`src/hdl/uart_defines.svh`:
```
`ifndef UART_DEFINES_SVH
`define UART_DEFINES_SVH

// Bus widths.
`define ADDR_W 32
`define DATA_W 32

// Address window of the peripheral.
`define UART_BASE_ADDR 32'h2000_0000
`define UART_MASK_ADDR 32'h0000_000F

// Width of the register offset inside the window.
`define UART_OFF_W 4

// Both FIFOs, must be a power of two.
`define FIFO_DEPTH 32

// Baud divisor field width.
`define BAUD_W 16

// One serial data byte.
`define BYTE_W 8

`endif

```
`src/hdl/uart_pkg.sv`:
```
`include "uart_defines.svh"

package uart_pkg;

    // Load/store port request.
    typedef struct packed {
        logic [`ADDR_W-1:0] addr;
        logic [`DATA_W-1:0] wdata;
        logic               write;
    } bus_req_t;

    typedef struct packed {
        logic [`BAUD_W-1:0]         baud_div;
        logic [`DATA_W-`BAUD_W-3:0] rsvd;     // Reads back as zero.
        logic                       rx_en;
        logic                       tx_en;
    } ctrl_reg_t;

    typedef struct packed {
        logic rx_empty;
        logic rx_full;
        logic tx_empty;
        logic tx_full;
    } status_t;

    typedef enum logic [`UART_OFF_W-1:0] {
        REG_CTRL   = 4'h0,
        REG_STATUS = 4'h4,
        REG_RDATA  = 4'h8,
        REG_WDATA  = 4'hC
    } reg_off_e;

    // Bus side wait states.
    typedef enum logic [1:0] {
        ST_IDLE,
        ST_WAIT_DATA,
        ST_WAIT_SPACE
    } ctrl_state_e;

    // Serial frame position, shared by receiver and transmitter.
    typedef enum logic [1:0] {
        LN_IDLE,
        LN_START,
        LN_DATA,
        LN_STOP
    } line_state_e;

endpackage

```
`src/hdl/sync_fifo.sv`:
```
module sync_fifo #(
    parameter int DATA_W = 8,
    parameter int DEPTH  = 32
) (
    input  logic              clk_i,
    input  logic              rstn_i,
    input  logic [DATA_W-1:0] data_i,
    input  logic              wr_en_i,
    input  logic              rd_en_i,
    output logic [DATA_W-1:0] data_o,
    output logic              full_o,
    output logic              empty_o
);

    localparam int PTR_W = $clog2(DEPTH);

    logic [DATA_W-1:0] mem_q [DEPTH];
    logic [PTR_W:0]    wr_ptr_q; // Top bit tracks the wrap.
    logic [PTR_W:0]    rd_ptr_q;

    always_ff @(posedge clk_i) begin
        if (wr_en_i) begin
            mem_q[wr_ptr_q[PTR_W-1:0]] <= data_i;
        end
    end

    always_ff @(posedge clk_i) begin
        if (!rstn_i) begin
            wr_ptr_q <= '0;
            rd_ptr_q <= '0;
        end else begin
            if (wr_en_i) begin
                wr_ptr_q <= wr_ptr_q + 1'b1;
            end
            if (rd_en_i) begin
                rd_ptr_q <= rd_ptr_q + 1'b1;
            end
        end
    end

    assign data_o  = mem_q[rd_ptr_q[PTR_W-1:0]]; // Head is always visible.
    assign empty_o = (wr_ptr_q == rd_ptr_q);
    assign full_o  = (wr_ptr_q[PTR_W] != rd_ptr_q[PTR_W]) &&
                     (wr_ptr_q[PTR_W-1:0] == rd_ptr_q[PTR_W-1:0]);

    // The user must respect the flags.
    no_write_when_full: assert property (
        @(posedge clk_i) disable iff (!rstn_i)
        !(wr_en_i && full_o)
    ) else $error("sync_fifo: write while full");

    no_read_when_empty: assert property (
        @(posedge clk_i) disable iff (!rstn_i)
        !(rd_en_i && empty_o)
    ) else $error("sync_fifo: read while empty");

endmodule

```
`src/hdl/uart_rx.sv`:
```
`include "uart_defines.svh"

module uart_rx (
    input  logic               clk_i,
    input  logic               rstn_i,
    input  logic               rx_i,
    input  logic [`BAUD_W-1:0] baud_div_i,
    output logic [`BYTE_W-1:0] byte_o,
    output logic               byte_valid_o
);

    import uart_pkg::*;

    logic               rx_meta_q;
    logic               rx_sync_q;
    line_state_e        state_q;
    logic [`BAUD_W-1:0] cnt_q;
    logic [2:0]         bit_idx_q;
    logic [`BYTE_W-1:0] shift_q;
    logic               valid_q;
    logic               half_done;
    logic               bit_done;

    // Two flop synchronizer, idles high.
    always_ff @(posedge clk_i) begin
        if (!rstn_i) begin
            rx_meta_q <= 1'b1;
            rx_sync_q <= 1'b1;
        end else begin
            rx_meta_q <= rx_i;
            rx_sync_q <= rx_meta_q;
        end
    end

    assign half_done = (cnt_q + 1'b1 >= (baud_div_i >> 1));
    assign bit_done  = (cnt_q + 1'b1 >= baud_div_i);

    always_ff @(posedge clk_i) begin
        if (!rstn_i) begin
            state_q   <= LN_IDLE;
            cnt_q     <= '0;
            bit_idx_q <= '0;
            valid_q   <= 1'b0;
        end else begin
            valid_q <= 1'b0;
            case (state_q)
                LN_IDLE: begin
                    if (!rx_sync_q) begin
                        state_q <= LN_START;
                        cnt_q   <= '0;
                    end
                end
                LN_START: begin
                    if (half_done) begin
                        cnt_q     <= '0;
                        bit_idx_q <= '0;
                        state_q   <= rx_sync_q ? LN_IDLE : LN_DATA; // Glitch check.
                    end else begin
                        cnt_q <= cnt_q + 1'b1;
                    end
                end
                LN_DATA: begin
                    if (bit_done) begin
                        cnt_q     <= '0;
                        bit_idx_q <= bit_idx_q + 1'b1;
                        if (bit_idx_q == 3'd7) begin
                            state_q <= LN_STOP;
                        end
                    end else begin
                        cnt_q <= cnt_q + 1'b1;
                    end
                end
                LN_STOP: begin
                    if (bit_done) begin
                        cnt_q   <= '0;
                        state_q <= LN_IDLE;
                        valid_q <= rx_sync_q; // Bad stop bit drops the byte.
                    end else begin
                        cnt_q <= cnt_q + 1'b1;
                    end
                end
                default: state_q <= LN_IDLE;
            endcase
        end
    end

    // Mid-bit samples, LSB first.
    always_ff @(posedge clk_i) begin
        if (state_q == LN_DATA && bit_done) begin
            shift_q <= {rx_sync_q, shift_q[`BYTE_W-1:1]};
        end
    end

    assign byte_o       = shift_q;
    assign byte_valid_o = valid_q;

endmodule

```
`src/hdl/uart_tx.sv`:
```
`include "uart_defines.svh"

module uart_tx (
    input  logic               clk_i,
    input  logic               rstn_i,
    input  logic               tx_en_i,
    input  logic               data_valid_i,
    input  logic [`BYTE_W-1:0] data_i,
    input  logic [`BAUD_W-1:0] baud_div_i,
    output logic               pop_o,
    output logic               tx_o,
    output logic               tx_ready_o
);

    import uart_pkg::*;

    line_state_e        state_q;
    logic [`BAUD_W-1:0] cnt_q;
    logic [2:0]         bit_idx_q;
    logic [`BYTE_W-1:0] shift_q;
    logic               tx_q;
    logic               bit_done;

    assign tx_ready_o = (state_q == LN_IDLE);
    assign pop_o      = tx_ready_o && tx_en_i && data_valid_i;
    assign bit_done   = (cnt_q + 1'b1 >= baud_div_i);

    always_ff @(posedge clk_i) begin
        if (!rstn_i) begin
            state_q   <= LN_IDLE;
            cnt_q     <= '0;
            bit_idx_q <= '0;
            tx_q      <= 1'b1;
        end else begin
            case (state_q)
                LN_IDLE: begin
                    if (pop_o) begin
                        state_q <= LN_START;
                        cnt_q   <= '0;
                        tx_q    <= 1'b0; // Start bit.
                    end
                end
                LN_START,
                LN_DATA: begin
                    if (bit_done) begin
                        cnt_q <= '0;
                        if (state_q == LN_START) begin
                            state_q   <= LN_DATA;
                            bit_idx_q <= '0;
                            tx_q      <= shift_q[0];
                        end else if (bit_idx_q == 3'd7) begin
                            state_q <= LN_STOP;
                            tx_q    <= 1'b1;
                        end else begin
                            bit_idx_q <= bit_idx_q + 1'b1;
                            tx_q      <= shift_q[0];
                        end
                    end else begin
                        cnt_q <= cnt_q + 1'b1;
                    end
                end
                LN_STOP: begin
                    if (bit_done) begin
                        cnt_q   <= '0;
                        state_q <= LN_IDLE;
                    end else begin
                        cnt_q <= cnt_q + 1'b1;
                    end
                end
                default: state_q <= LN_IDLE;
            endcase
        end
    end

    // Bit zero always holds the next bit to drive.
    always_ff @(posedge clk_i) begin
        if (pop_o) begin
            shift_q <= data_i;
        end else if (bit_done && (state_q == LN_START || state_q == LN_DATA)) begin
            shift_q <= shift_q >> 1;
        end
    end

    assign tx_o = tx_q;

    pop_needs_data: assert property (
        @(posedge clk_i) disable iff (!rstn_i)
        pop_o |-> data_valid_i
    ) else $error("uart_tx: pop from empty FIFO");

endmodule

```
`src/hdl/uart_ctrl.sv`:
```
`include "uart_defines.svh"

module uart_ctrl (
    input  logic               clk_i,
    input  logic               rstn_i,
    input  uart_pkg::bus_req_t req_i,
    input  logic               req_valid_i,
    output logic               req_ready_o,
    output logic [`DATA_W-1:0] resp_data_o,
    output logic               resp_valid_o,
    input  logic               resp_ready_i,
    input  logic               rx_i,
    output logic               tx_o
);

    import uart_pkg::*;

    ctrl_state_e        state_q;
    ctrl_state_e        state_d;
    ctrl_reg_t          ctrl_q;
    ctrl_reg_t          ctrl_d;
    status_t            status;
    logic [`DATA_W-1:0] resp_data_q;
    logic [`DATA_W-1:0] resp_data_d;
    logic               resp_valid_q;
    logic               resp_valid_d;
    logic [`BYTE_W-1:0] wbuf_q;
    logic [`BYTE_W-1:0] wbuf_d;

    logic               in_window;
    reg_off_e           reg_off;
    logic               accept;

    logic [`BYTE_W-1:0] tx_fifo_wdata;
    logic               tx_fifo_wr_en;
    logic [`BYTE_W-1:0] tx_fifo_rdata;
    logic               tx_fifo_full;
    logic               tx_fifo_empty;
    logic               tx_pop;

    logic               rx_fifo_wr_en;
    logic               rx_fifo_rd_en;
    logic [`BYTE_W-1:0] rx_fifo_rdata;
    logic               rx_fifo_full;
    logic               rx_fifo_empty;
    logic [`BYTE_W-1:0] rx_byte;
    logic               rx_byte_valid;
    logic               rx_push;

    assign in_window = ((req_i.addr & ~`UART_MASK_ADDR) == `UART_BASE_ADDR);
    assign reg_off   = reg_off_e'(req_i.addr[`UART_OFF_W-1:0]);

    // No new request while busy or while a response is still held.
    assign req_ready_o = (state_q == ST_IDLE) && (!resp_valid_q || resp_ready_i);
    assign accept      = req_valid_i && req_ready_o;
    assign rx_push     = rx_byte_valid && ctrl_q.rx_en;

    assign status = '{
        rx_empty: rx_fifo_empty,
        rx_full:  rx_fifo_full,
        tx_empty: tx_fifo_empty,
        tx_full:  tx_fifo_full
    };

    always_comb begin
        state_d       = state_q;
        ctrl_d        = ctrl_q;
        resp_data_d   = resp_data_q;
        resp_valid_d  = resp_valid_q;
        wbuf_d        = wbuf_q;
        tx_fifo_wr_en = 1'b0;
        tx_fifo_wdata = req_i.wdata[`BYTE_W-1:0];
        rx_fifo_rd_en = 1'b0;
        rx_fifo_wr_en = 1'b0;

        if (resp_valid_q && resp_ready_i) begin
            resp_valid_d = 1'b0;
        end

        case (state_q)
            ST_IDLE: begin
                if (accept && in_window && req_i.write) begin
                    case (reg_off)
                        REG_CTRL: begin
                            ctrl_d      = ctrl_reg_t'(req_i.wdata);
                            ctrl_d.rsvd = '0;
                        end
                        REG_WDATA: begin
                            if (tx_fifo_full) begin
                                wbuf_d  = req_i.wdata[`BYTE_W-1:0];
                                state_d = ST_WAIT_SPACE;
                            end else begin
                                tx_fifo_wr_en = 1'b1;
                            end
                        end
                        default: ; // Read-only registers.
                    endcase
                end else if (accept && in_window) begin
                    case (reg_off)
                        REG_CTRL: begin
                            resp_data_d  = ctrl_q;
                            resp_valid_d = 1'b1;
                        end
                        REG_STATUS: begin
                            resp_data_d  = `DATA_W'(status);
                            resp_valid_d = 1'b1;
                        end
                        REG_RDATA: begin
                            if (rx_fifo_empty) begin
                                state_d = ST_WAIT_DATA;
                            end else begin
                                resp_data_d   = `DATA_W'(rx_fifo_rdata);
                                resp_valid_d  = 1'b1;
                                rx_fifo_rd_en = 1'b1;
                            end
                        end
                        default: begin
                            resp_data_d  = '0;
                            resp_valid_d = 1'b1;
                        end
                    endcase
                end
            end
            ST_WAIT_DATA: begin
                // FIFO may have been written in the cycle the read was taken.
                if (!rx_fifo_empty) begin
                    resp_data_d   = `DATA_W'(rx_fifo_rdata);
                    resp_valid_d  = 1'b1;
                    rx_fifo_rd_en = 1'b1;
                    state_d       = ST_IDLE;
                end else if (rx_push) begin
                    resp_data_d  = `DATA_W'(rx_byte); // Bypass the FIFO.
                    resp_valid_d = 1'b1;
                    state_d      = ST_IDLE;
                end
            end
            ST_WAIT_SPACE: begin
                tx_fifo_wdata = wbuf_q;
                if (!tx_fifo_full) begin
                    tx_fifo_wr_en = 1'b1;
                    state_d       = ST_IDLE;
                end
            end
            default: state_d = ST_IDLE;
        endcase

        if (rx_push && state_q != ST_WAIT_DATA && !rx_fifo_full) begin
            rx_fifo_wr_en = 1'b1;
        end
    end

    always_ff @(posedge clk_i) begin
        if (!rstn_i) begin
            state_q      <= ST_IDLE;
            ctrl_q       <= '0;
            resp_valid_q <= 1'b0;
        end else begin
            state_q      <= state_d;
            ctrl_q       <= ctrl_d;
            resp_valid_q <= resp_valid_d;
        end
    end

    always_ff @(posedge clk_i) begin
        resp_data_q <= resp_data_d;
        wbuf_q      <= wbuf_d;
    end

    assign resp_data_o  = resp_data_q;
    assign resp_valid_o = resp_valid_q;

    sync_fifo #(
        .DATA_W (`BYTE_W),
        .DEPTH  (`FIFO_DEPTH)
    ) rx_fifo (
        .clk_i   (clk_i),
        .rstn_i  (rstn_i),
        .data_i  (rx_byte),
        .wr_en_i (rx_fifo_wr_en),
        .rd_en_i (rx_fifo_rd_en),
        .data_o  (rx_fifo_rdata),
        .full_o  (rx_fifo_full),
        .empty_o (rx_fifo_empty)
    );

    sync_fifo #(
        .DATA_W (`BYTE_W),
        .DEPTH  (`FIFO_DEPTH)
    ) tx_fifo (
        .clk_i   (clk_i),
        .rstn_i  (rstn_i),
        .data_i  (tx_fifo_wdata),
        .wr_en_i (tx_fifo_wr_en),
        .rd_en_i (tx_pop),
        .data_o  (tx_fifo_rdata),
        .full_o  (tx_fifo_full),
        .empty_o (tx_fifo_empty)
    );

    uart_rx uart_rx_i (
        .clk_i        (clk_i),
        .rstn_i       (rstn_i),
        .rx_i         (rx_i),
        .baud_div_i   (ctrl_q.baud_div),
        .byte_o       (rx_byte),
        .byte_valid_o (rx_byte_valid)
    );

    uart_tx uart_tx_i (
        .clk_i        (clk_i),
        .rstn_i       (rstn_i),
        .tx_en_i      (ctrl_q.tx_en),
        .data_valid_i (!tx_fifo_empty),
        .data_i       (tx_fifo_rdata),
        .baud_div_i   (ctrl_q.baud_div),
        .pop_o        (tx_pop),
        .tx_o         (tx_o),
        .tx_ready_o   ()
    );

    resp_held: assert property (
        @(posedge clk_i) disable iff (!rstn_i)
        resp_valid_o && !resp_ready_i |=> resp_valid_o && $stable(resp_data_o)
    ) else $error("uart_ctrl: response changed before it was taken");

    idle_needs_request: assert property (
        @(posedge clk_i) disable iff (!rstn_i)
        (state_q == ST_IDLE) && !accept |=> (state_q == ST_IDLE)
    ) else $error("uart_ctrl: left idle without a request");

endmodule

```
`config.mk`:
```
export PLATFORM = sky130hd
export DESIGN_NAME = uart_ctrl
export DESIGN_NICKNAME = d
export VERILOG_FILES = /design/src/hdl/uart_pkg.sv /design/src/hdl/sync_fifo.sv /design/src/hdl/uart_rx.sv /design/src/hdl/uart_tx.sv /design/src/hdl/uart_ctrl.sv
export VERILOG_INCLUDE_DIRS = /design/src /design/src/hdl
export SDC_FILE = /design/constraint.sdc
export NUM_CORES = 1
export LEC_CHECK = 0
export ABC_AREA = 0
export BUFFER_PORTS_ARGS = -buffer_cell sky130_fd_sc_hd__buf_2
export CORE_UTILIZATION = 29
export CTS_BUF_LIST = sky130_fd_sc_hd__clkbuf_8
export DETAILED_ROUTE_END_ITERATION = 12
export GPL_TIMING_DRIVEN = 0
export PLACE_DENSITY = 0.49
export SLEW_MARGIN = 20
export SYNTH_ARGS = -nofsm -noshare
export SYNTH_HDL_FRONTEND = slang
export SYNTH_SLANG_ARGS = --single-unit
```
`constraint.sdc`:
```
create_clock -name clk_i -period 4.8 [get_ports clk_i]
set_input_delay 0.72 -clock clk_i [delete_from_list [all_inputs] [get_ports clk_i]]
set_output_delay 0.72 -clock clk_i [all_outputs]
set_load 0.01 [all_outputs]
```
# Word-level counts from Yosys, hierarchy flattened
# Memory sizes are Yosys's and may differ from the RTL's. A register that Yosys moved wholly into a read port is not among the register bits.
# Index checks and enable logic that the tools add are counted.
# word_totals
input_bits	70
elab_cells	193
ff_bits	147
mem_bits_rw	512
n_memories	2
# mem_list
memory	words	word_bits	read_ports	rd_ports_with_merged_regs	write_ports	line_no	text
rx_fifo.mem_q	32	8	1	1	1	sync_fifo.sv:17	logic [DATA_W-1:0] mem_q [DEPTH];
tx_fifo.mem_q	32	8	1	1	1	sync_fifo.sv:17	
# classes
magnitude_cmp	3
add_sub_neg	8
n_reduce_logical	40
mux	76
eq_ne	41
# op_table
cell	n
32-bit two-way mux	5
32-bit one-hot mux with 3 select lines	1
16-bit two-way mux	5
32-bit one-hot mux with 2 select lines	1
16-bit one-hot mux with 3 select lines	1
2-bit two-way mux	20
16-bit by 1-bit adder with 16-bit output, second input constant	2
16-bit greater-or-equal comparator	2
16-bit one-hot mux with 2 select lines	1
28-bit by 26-bit == test with 1-bit output, second input constant	1
6-bit by 1-bit adder with 6-bit output, second input constant	4
8-bit two-way mux	3
1-bit two-way mux	23
5-bit two-way mux	4
2-bit by 1-bit inequality test with 1-bit output, second input constant	9
16-bit by 15-bit greater-or-equal comparator with 1-bit output	1
3-bit AND reduction	5
1-bit logical AND	14
6-bit == test	2
3-bit two-way mux	4
2-bit one-hot mux with 3 select lines	2
2-bit == test, second input constant	5
5-bit == test	2
5-bit AND reduction	2
other kinds (22)	49

# Logic depth before layout (Yosys ltp)
# logic_depth
ltp_word	10
mapped_depth	16

# Hierarchy
# A second synthesis with hierarchy kept.
# unflattened
cells_unflattened	1635
area_unflattened_um2	27923.0
# by_module_without_submodules
module	instances	cells_per_inst	area_per_inst_um2	seq_area_each_um2
sync_fifo	2	483	10582.6	8027.7
uart_ctrl	1	233	2534.9	1381.3
uart_rx	1	220	2134.5	720.7
uart_tx	1	216	2088.3	680.7

# Worst setup path after synthesis
# OpenSTA, ideal clock, no wires.
# synth_path
kind	flip-flop to flip-flop
start	reg uart_tx_i.cnt_q[0]
end	reg uart_tx_i.shift_q[0], enable pin
arrival_ps	3315
slack_ps	1101
setup_ps	384
t_required_ps	4416
path_stages_with_launch	13
path_cell_list	dfxtp_1 -> nand3_1 -> nor2_1 -> and4_1 -> nand3_1 -> or2_2 -> xnor2_1 -> ha_1 -> and4_1 -> nand4_1 -> o31ai_1 -> nand2_1 -> o21ai_0
# synth_between
elab_chain_cells	4
# synth_lines
element	line_no	text
from (decl)	uart_tx.sv:18	logic [`BAUD_W-1:0] cnt_q;
from (signal assigned)	uart_tx.sv:59	cnt_q <= cnt_q + 1'b1;
from (signal assigned)	uart_tx.sv:67	cnt_q <= cnt_q + 1'b1;
16-bit by 1-bit adder with 16-bit output	uart_tx.sv:26	assign bit_done = (cnt_q + 1'b1 >= baud_div_i);
16-bit greater-or-equal comparator	uart_tx.sv:26	
1-bit logical AND	uart_tx.sv:79	end else if (bit_done && (state_q == LN_START || state_q == LN_DATA)) begin
2-bit nonzero test (no line)	-	
to (signal assigned)	uart_tx.sv:78	shift_q <= data_i;
to (signal assigned)	uart_tx.sv:80	shift_q <= shift_q >> 1;
to (decl)	uart_tx.sv:20	logic [`BYTE_W-1:0] shift_q;
# No other way between the ends.
# A chain may end at the register's enable or synchronous reset.

==> flow_summary.toml <==
[yosys]
synth.distinct_cells = 65
async_reset_ff_share_pct = 0
synthTopCellsByArea = "edfxtp_1 (61%), mux4_2 (13%), dfxtp_1 (7.3%), ha_1 (3.2%), nor2_1 (2.0%)"
ys.flop_type = "edfxtp_1"
synth_edf_count = 560
synth_cells = 1621
synth_area_per_cell_um2 = 17.00
syn_area_um2 = 27560
synth_top_area_share_pct = 61.02
synth_warnings = 0
synth_seq_cells = 661
yosysSeqAreaShare_pct = 68.35
yosysTopAreaCell = "edfxtp_1"

[finish]
final_cells = 3178
multiInputGateArea_um2 = 8314
drive_gt1_share_pct = 23.61
final_common_cell = "edfxtp_1"
final_cell_mix = "edfxtp_1 (560), mux4_2 (160), nor2_1 (146)"
final_nets = 1974
area_growth_syn_to_layout_pct = 16.07
seq_area_um2 = 18840
fillers = 8944

[timing]
grt_setup_unrepaired = "false"
setup_viol = 0
hold_violations = 0
clock_skew_ps = 49.34
worst_slew_pin_slew_ps = 1125
layout_min_cycle_time_ps = 4416
post-route-period-util_pct = 92.00
setup_slack_ps = 384.0
max_freq_ghz = 0.2265
hold_ws_ps = 177.2
relSlewSlack_pct = 24.74
tns_ps = 0
drv_slew = 0

[global_routing]
grt_max_degree = 35
track_usage_pct = 14.29
grt_pass1_wl_mm = 101.3
grt_pass1_vias = 15390
overflow = 0
antenna_found_initial = 7

[floorplanning]
coreArea_um2 = 93750
dieArea_um2 = 96270
top_level_ports = 105
fp.dieW_um = 310.3
die_h_um = 310.3
row_count = 112
start_util_pct = 29.40

[power]
p_leak_nw = 10.66
p_per_area_nw_per_um2 = 353.0
ir_drop_mv = 0.1639

[worst_setup_path]
crit_family = "compound AO/OA/AOI/OAI gates"
worstPathMaxFanout = 10
crit_path_start_kind = "flop"
crit_chain = "nand4_1, nor3_1, and3_1, xor2_1, ha_1, and3_1, a221o_1, a21oi_1, o21ai_0, o22ai_4, clkbuf_1, o211ai_1, o31ai_1"
critPathBufInv = 1
end_kind = "flop"
crit_type = "reg2reg"
required_ps = 5420
cp_common_cell = "and3_1"
cp_slowest_cell = "nor3_1"
slowest_delay_ps = 510
cp.arrival_ps = 5040

[place]
gp_congestion = 0.8055
post-place-cells = 2973
dp_slack_ps = 95.64
post-dp-hpwl_mm = 46.59
io_buffers = 86

[drt]
ant_nets = 0
wire_per_inst_um = 21.40
routed_wirelength_mm = 68.01
via_per_inst = 4.765
drtPass1Iterations = 5
drt_iter0_drc = 1165
num_vias = 15140
drt_drc_violations_left = 0

[cts]
cts_tree = "done"
cts_buffers = 108
insertion_delay_ps = 730
hold_buffers = 0
cts_sinks = 661
clkTransAtPathRegs_ps = 60
cts_root_buffer = "clkbuf_8"
htreeDepth = 3
clk_path_buf_depth = 3

[status]
status = "completed"

[flow_run]
cap_violations = 0

[hold_path]
hold_path_class = "in2reg"
registers in the layout, summed over array words and instances, names as in the netlist, 8 cells and up, named ones only:
register / flops
uart_rx_i.cnt_q: 16
uart_rx_i.byte_o: 8
uart_tx_i.shift_q: 8
wbuf_q: 8
uart_tx_i.cnt_q: 16
rx_fifo.mem_q: 256
resp_data_o: 24
ctrl_q: 18
tx_fifo.mem_q: 256
path summary, 6_finish.rpt:
path / start / endpoint / slack (ps) / cells past startpoint
worst min-delay path: req_i[7] / wbuf_q[6] / 180 / 1
worst min register to register: uart_rx_i.rx_meta_q / uart_rx_i.rx_sync_q / 440 / 1
worst max register to register: uart_rx_i.cnt_q[5] / flop / 380 / 13
worst max-delay path: uart_rx_i.cnt_q[5] / flop / 380 / 13
repair_timing:
action,CTS,global route
setup endpoints to repair,0,1
buffers inserted,0,0
resized for setup,0,1
routing by layer:
| layer | vias up | routed length [um] | GRT usage, % |
|---|---|---|---|
| li1 | 6865 | - | - |
| met1 | 7750 | 32420 | 20.56 |
| met2 | 441 | 30480 | 21.71 |
| met3 | 86 | 3915 | 2.983 |
| met4 | 2 | 1180 | 4.044 |
| met5 | - | 20 | 0 |
cells by family (layout without fill, tap and decap cells):
kind of cell,count (synthesis),in the layout,share of synthesized area (%)
xor+xnor,51,51,1.621
fa+ha+maj,71,71,3.223
other cells,1,9,0.01361
mux,202,202,14.64
flops,661,661,68.35
buf+inv,115,410,1.748
simple gates,377,377,6.665
compound gates,143,143,3.741
metrics by stage:
step / utilization [%] / total power [W] / area [um^2]
after global placement: 31.56 / 0.006442 / 29590
after floorplan: - / 0.006368 / 27590
after detailed placement: 31.70 / 0.006448 / 29710
final: 34.12 / 0.01129 / 31990
after CTS: 34.02 / 0.01143 / 31890
after global routing: 34.12 / 0.01167 / 31990
synth_stat cells, types with 10 or more instances:
cell,count
a21o_1,10
a21oi_1,33
a32o_1,14
and3_1,25
buf_1,10
buf_2,16
clkbuf_1,43
dfxtp_1,101
edfxtp_1,560
ha_1,71
inv_1,37
mux2i_1,34
mux4_2,160
nand2_1,71
nand3_1,32
nand4_1,14
nor2_1,146
nor3_1,16
nor4_1,11
o211ai_1,10
o21ai_0,20
xnor2_1,23
xor2_1,28
cell type report:
type | instances | share of cell area, %
Sequential cell | 661 | 58.89
Multi-Input combinational cell | 852 | 25.99
Tap cell | 1254 | 4.905
Clock buffer | 110 | 4.733
Clock inverter | 90 | 2.065
Timing Repair Buffer | 95 | 1.901
Buffer | 77 | 1.060
Inverter | 38 | 0.4459
Antenna cell | 1 | 0.007823
where the power goes:
part           internal (W)  leakage [nW]  total, W  switching, W
clock               0.00264          1.21   0.00496       0.00232
sequential          0.00618          5.86   0.00618    0.00000275
combinational     0.0000413          3.59  0.000146      0.000104
(Power assumes the default switching activity.)
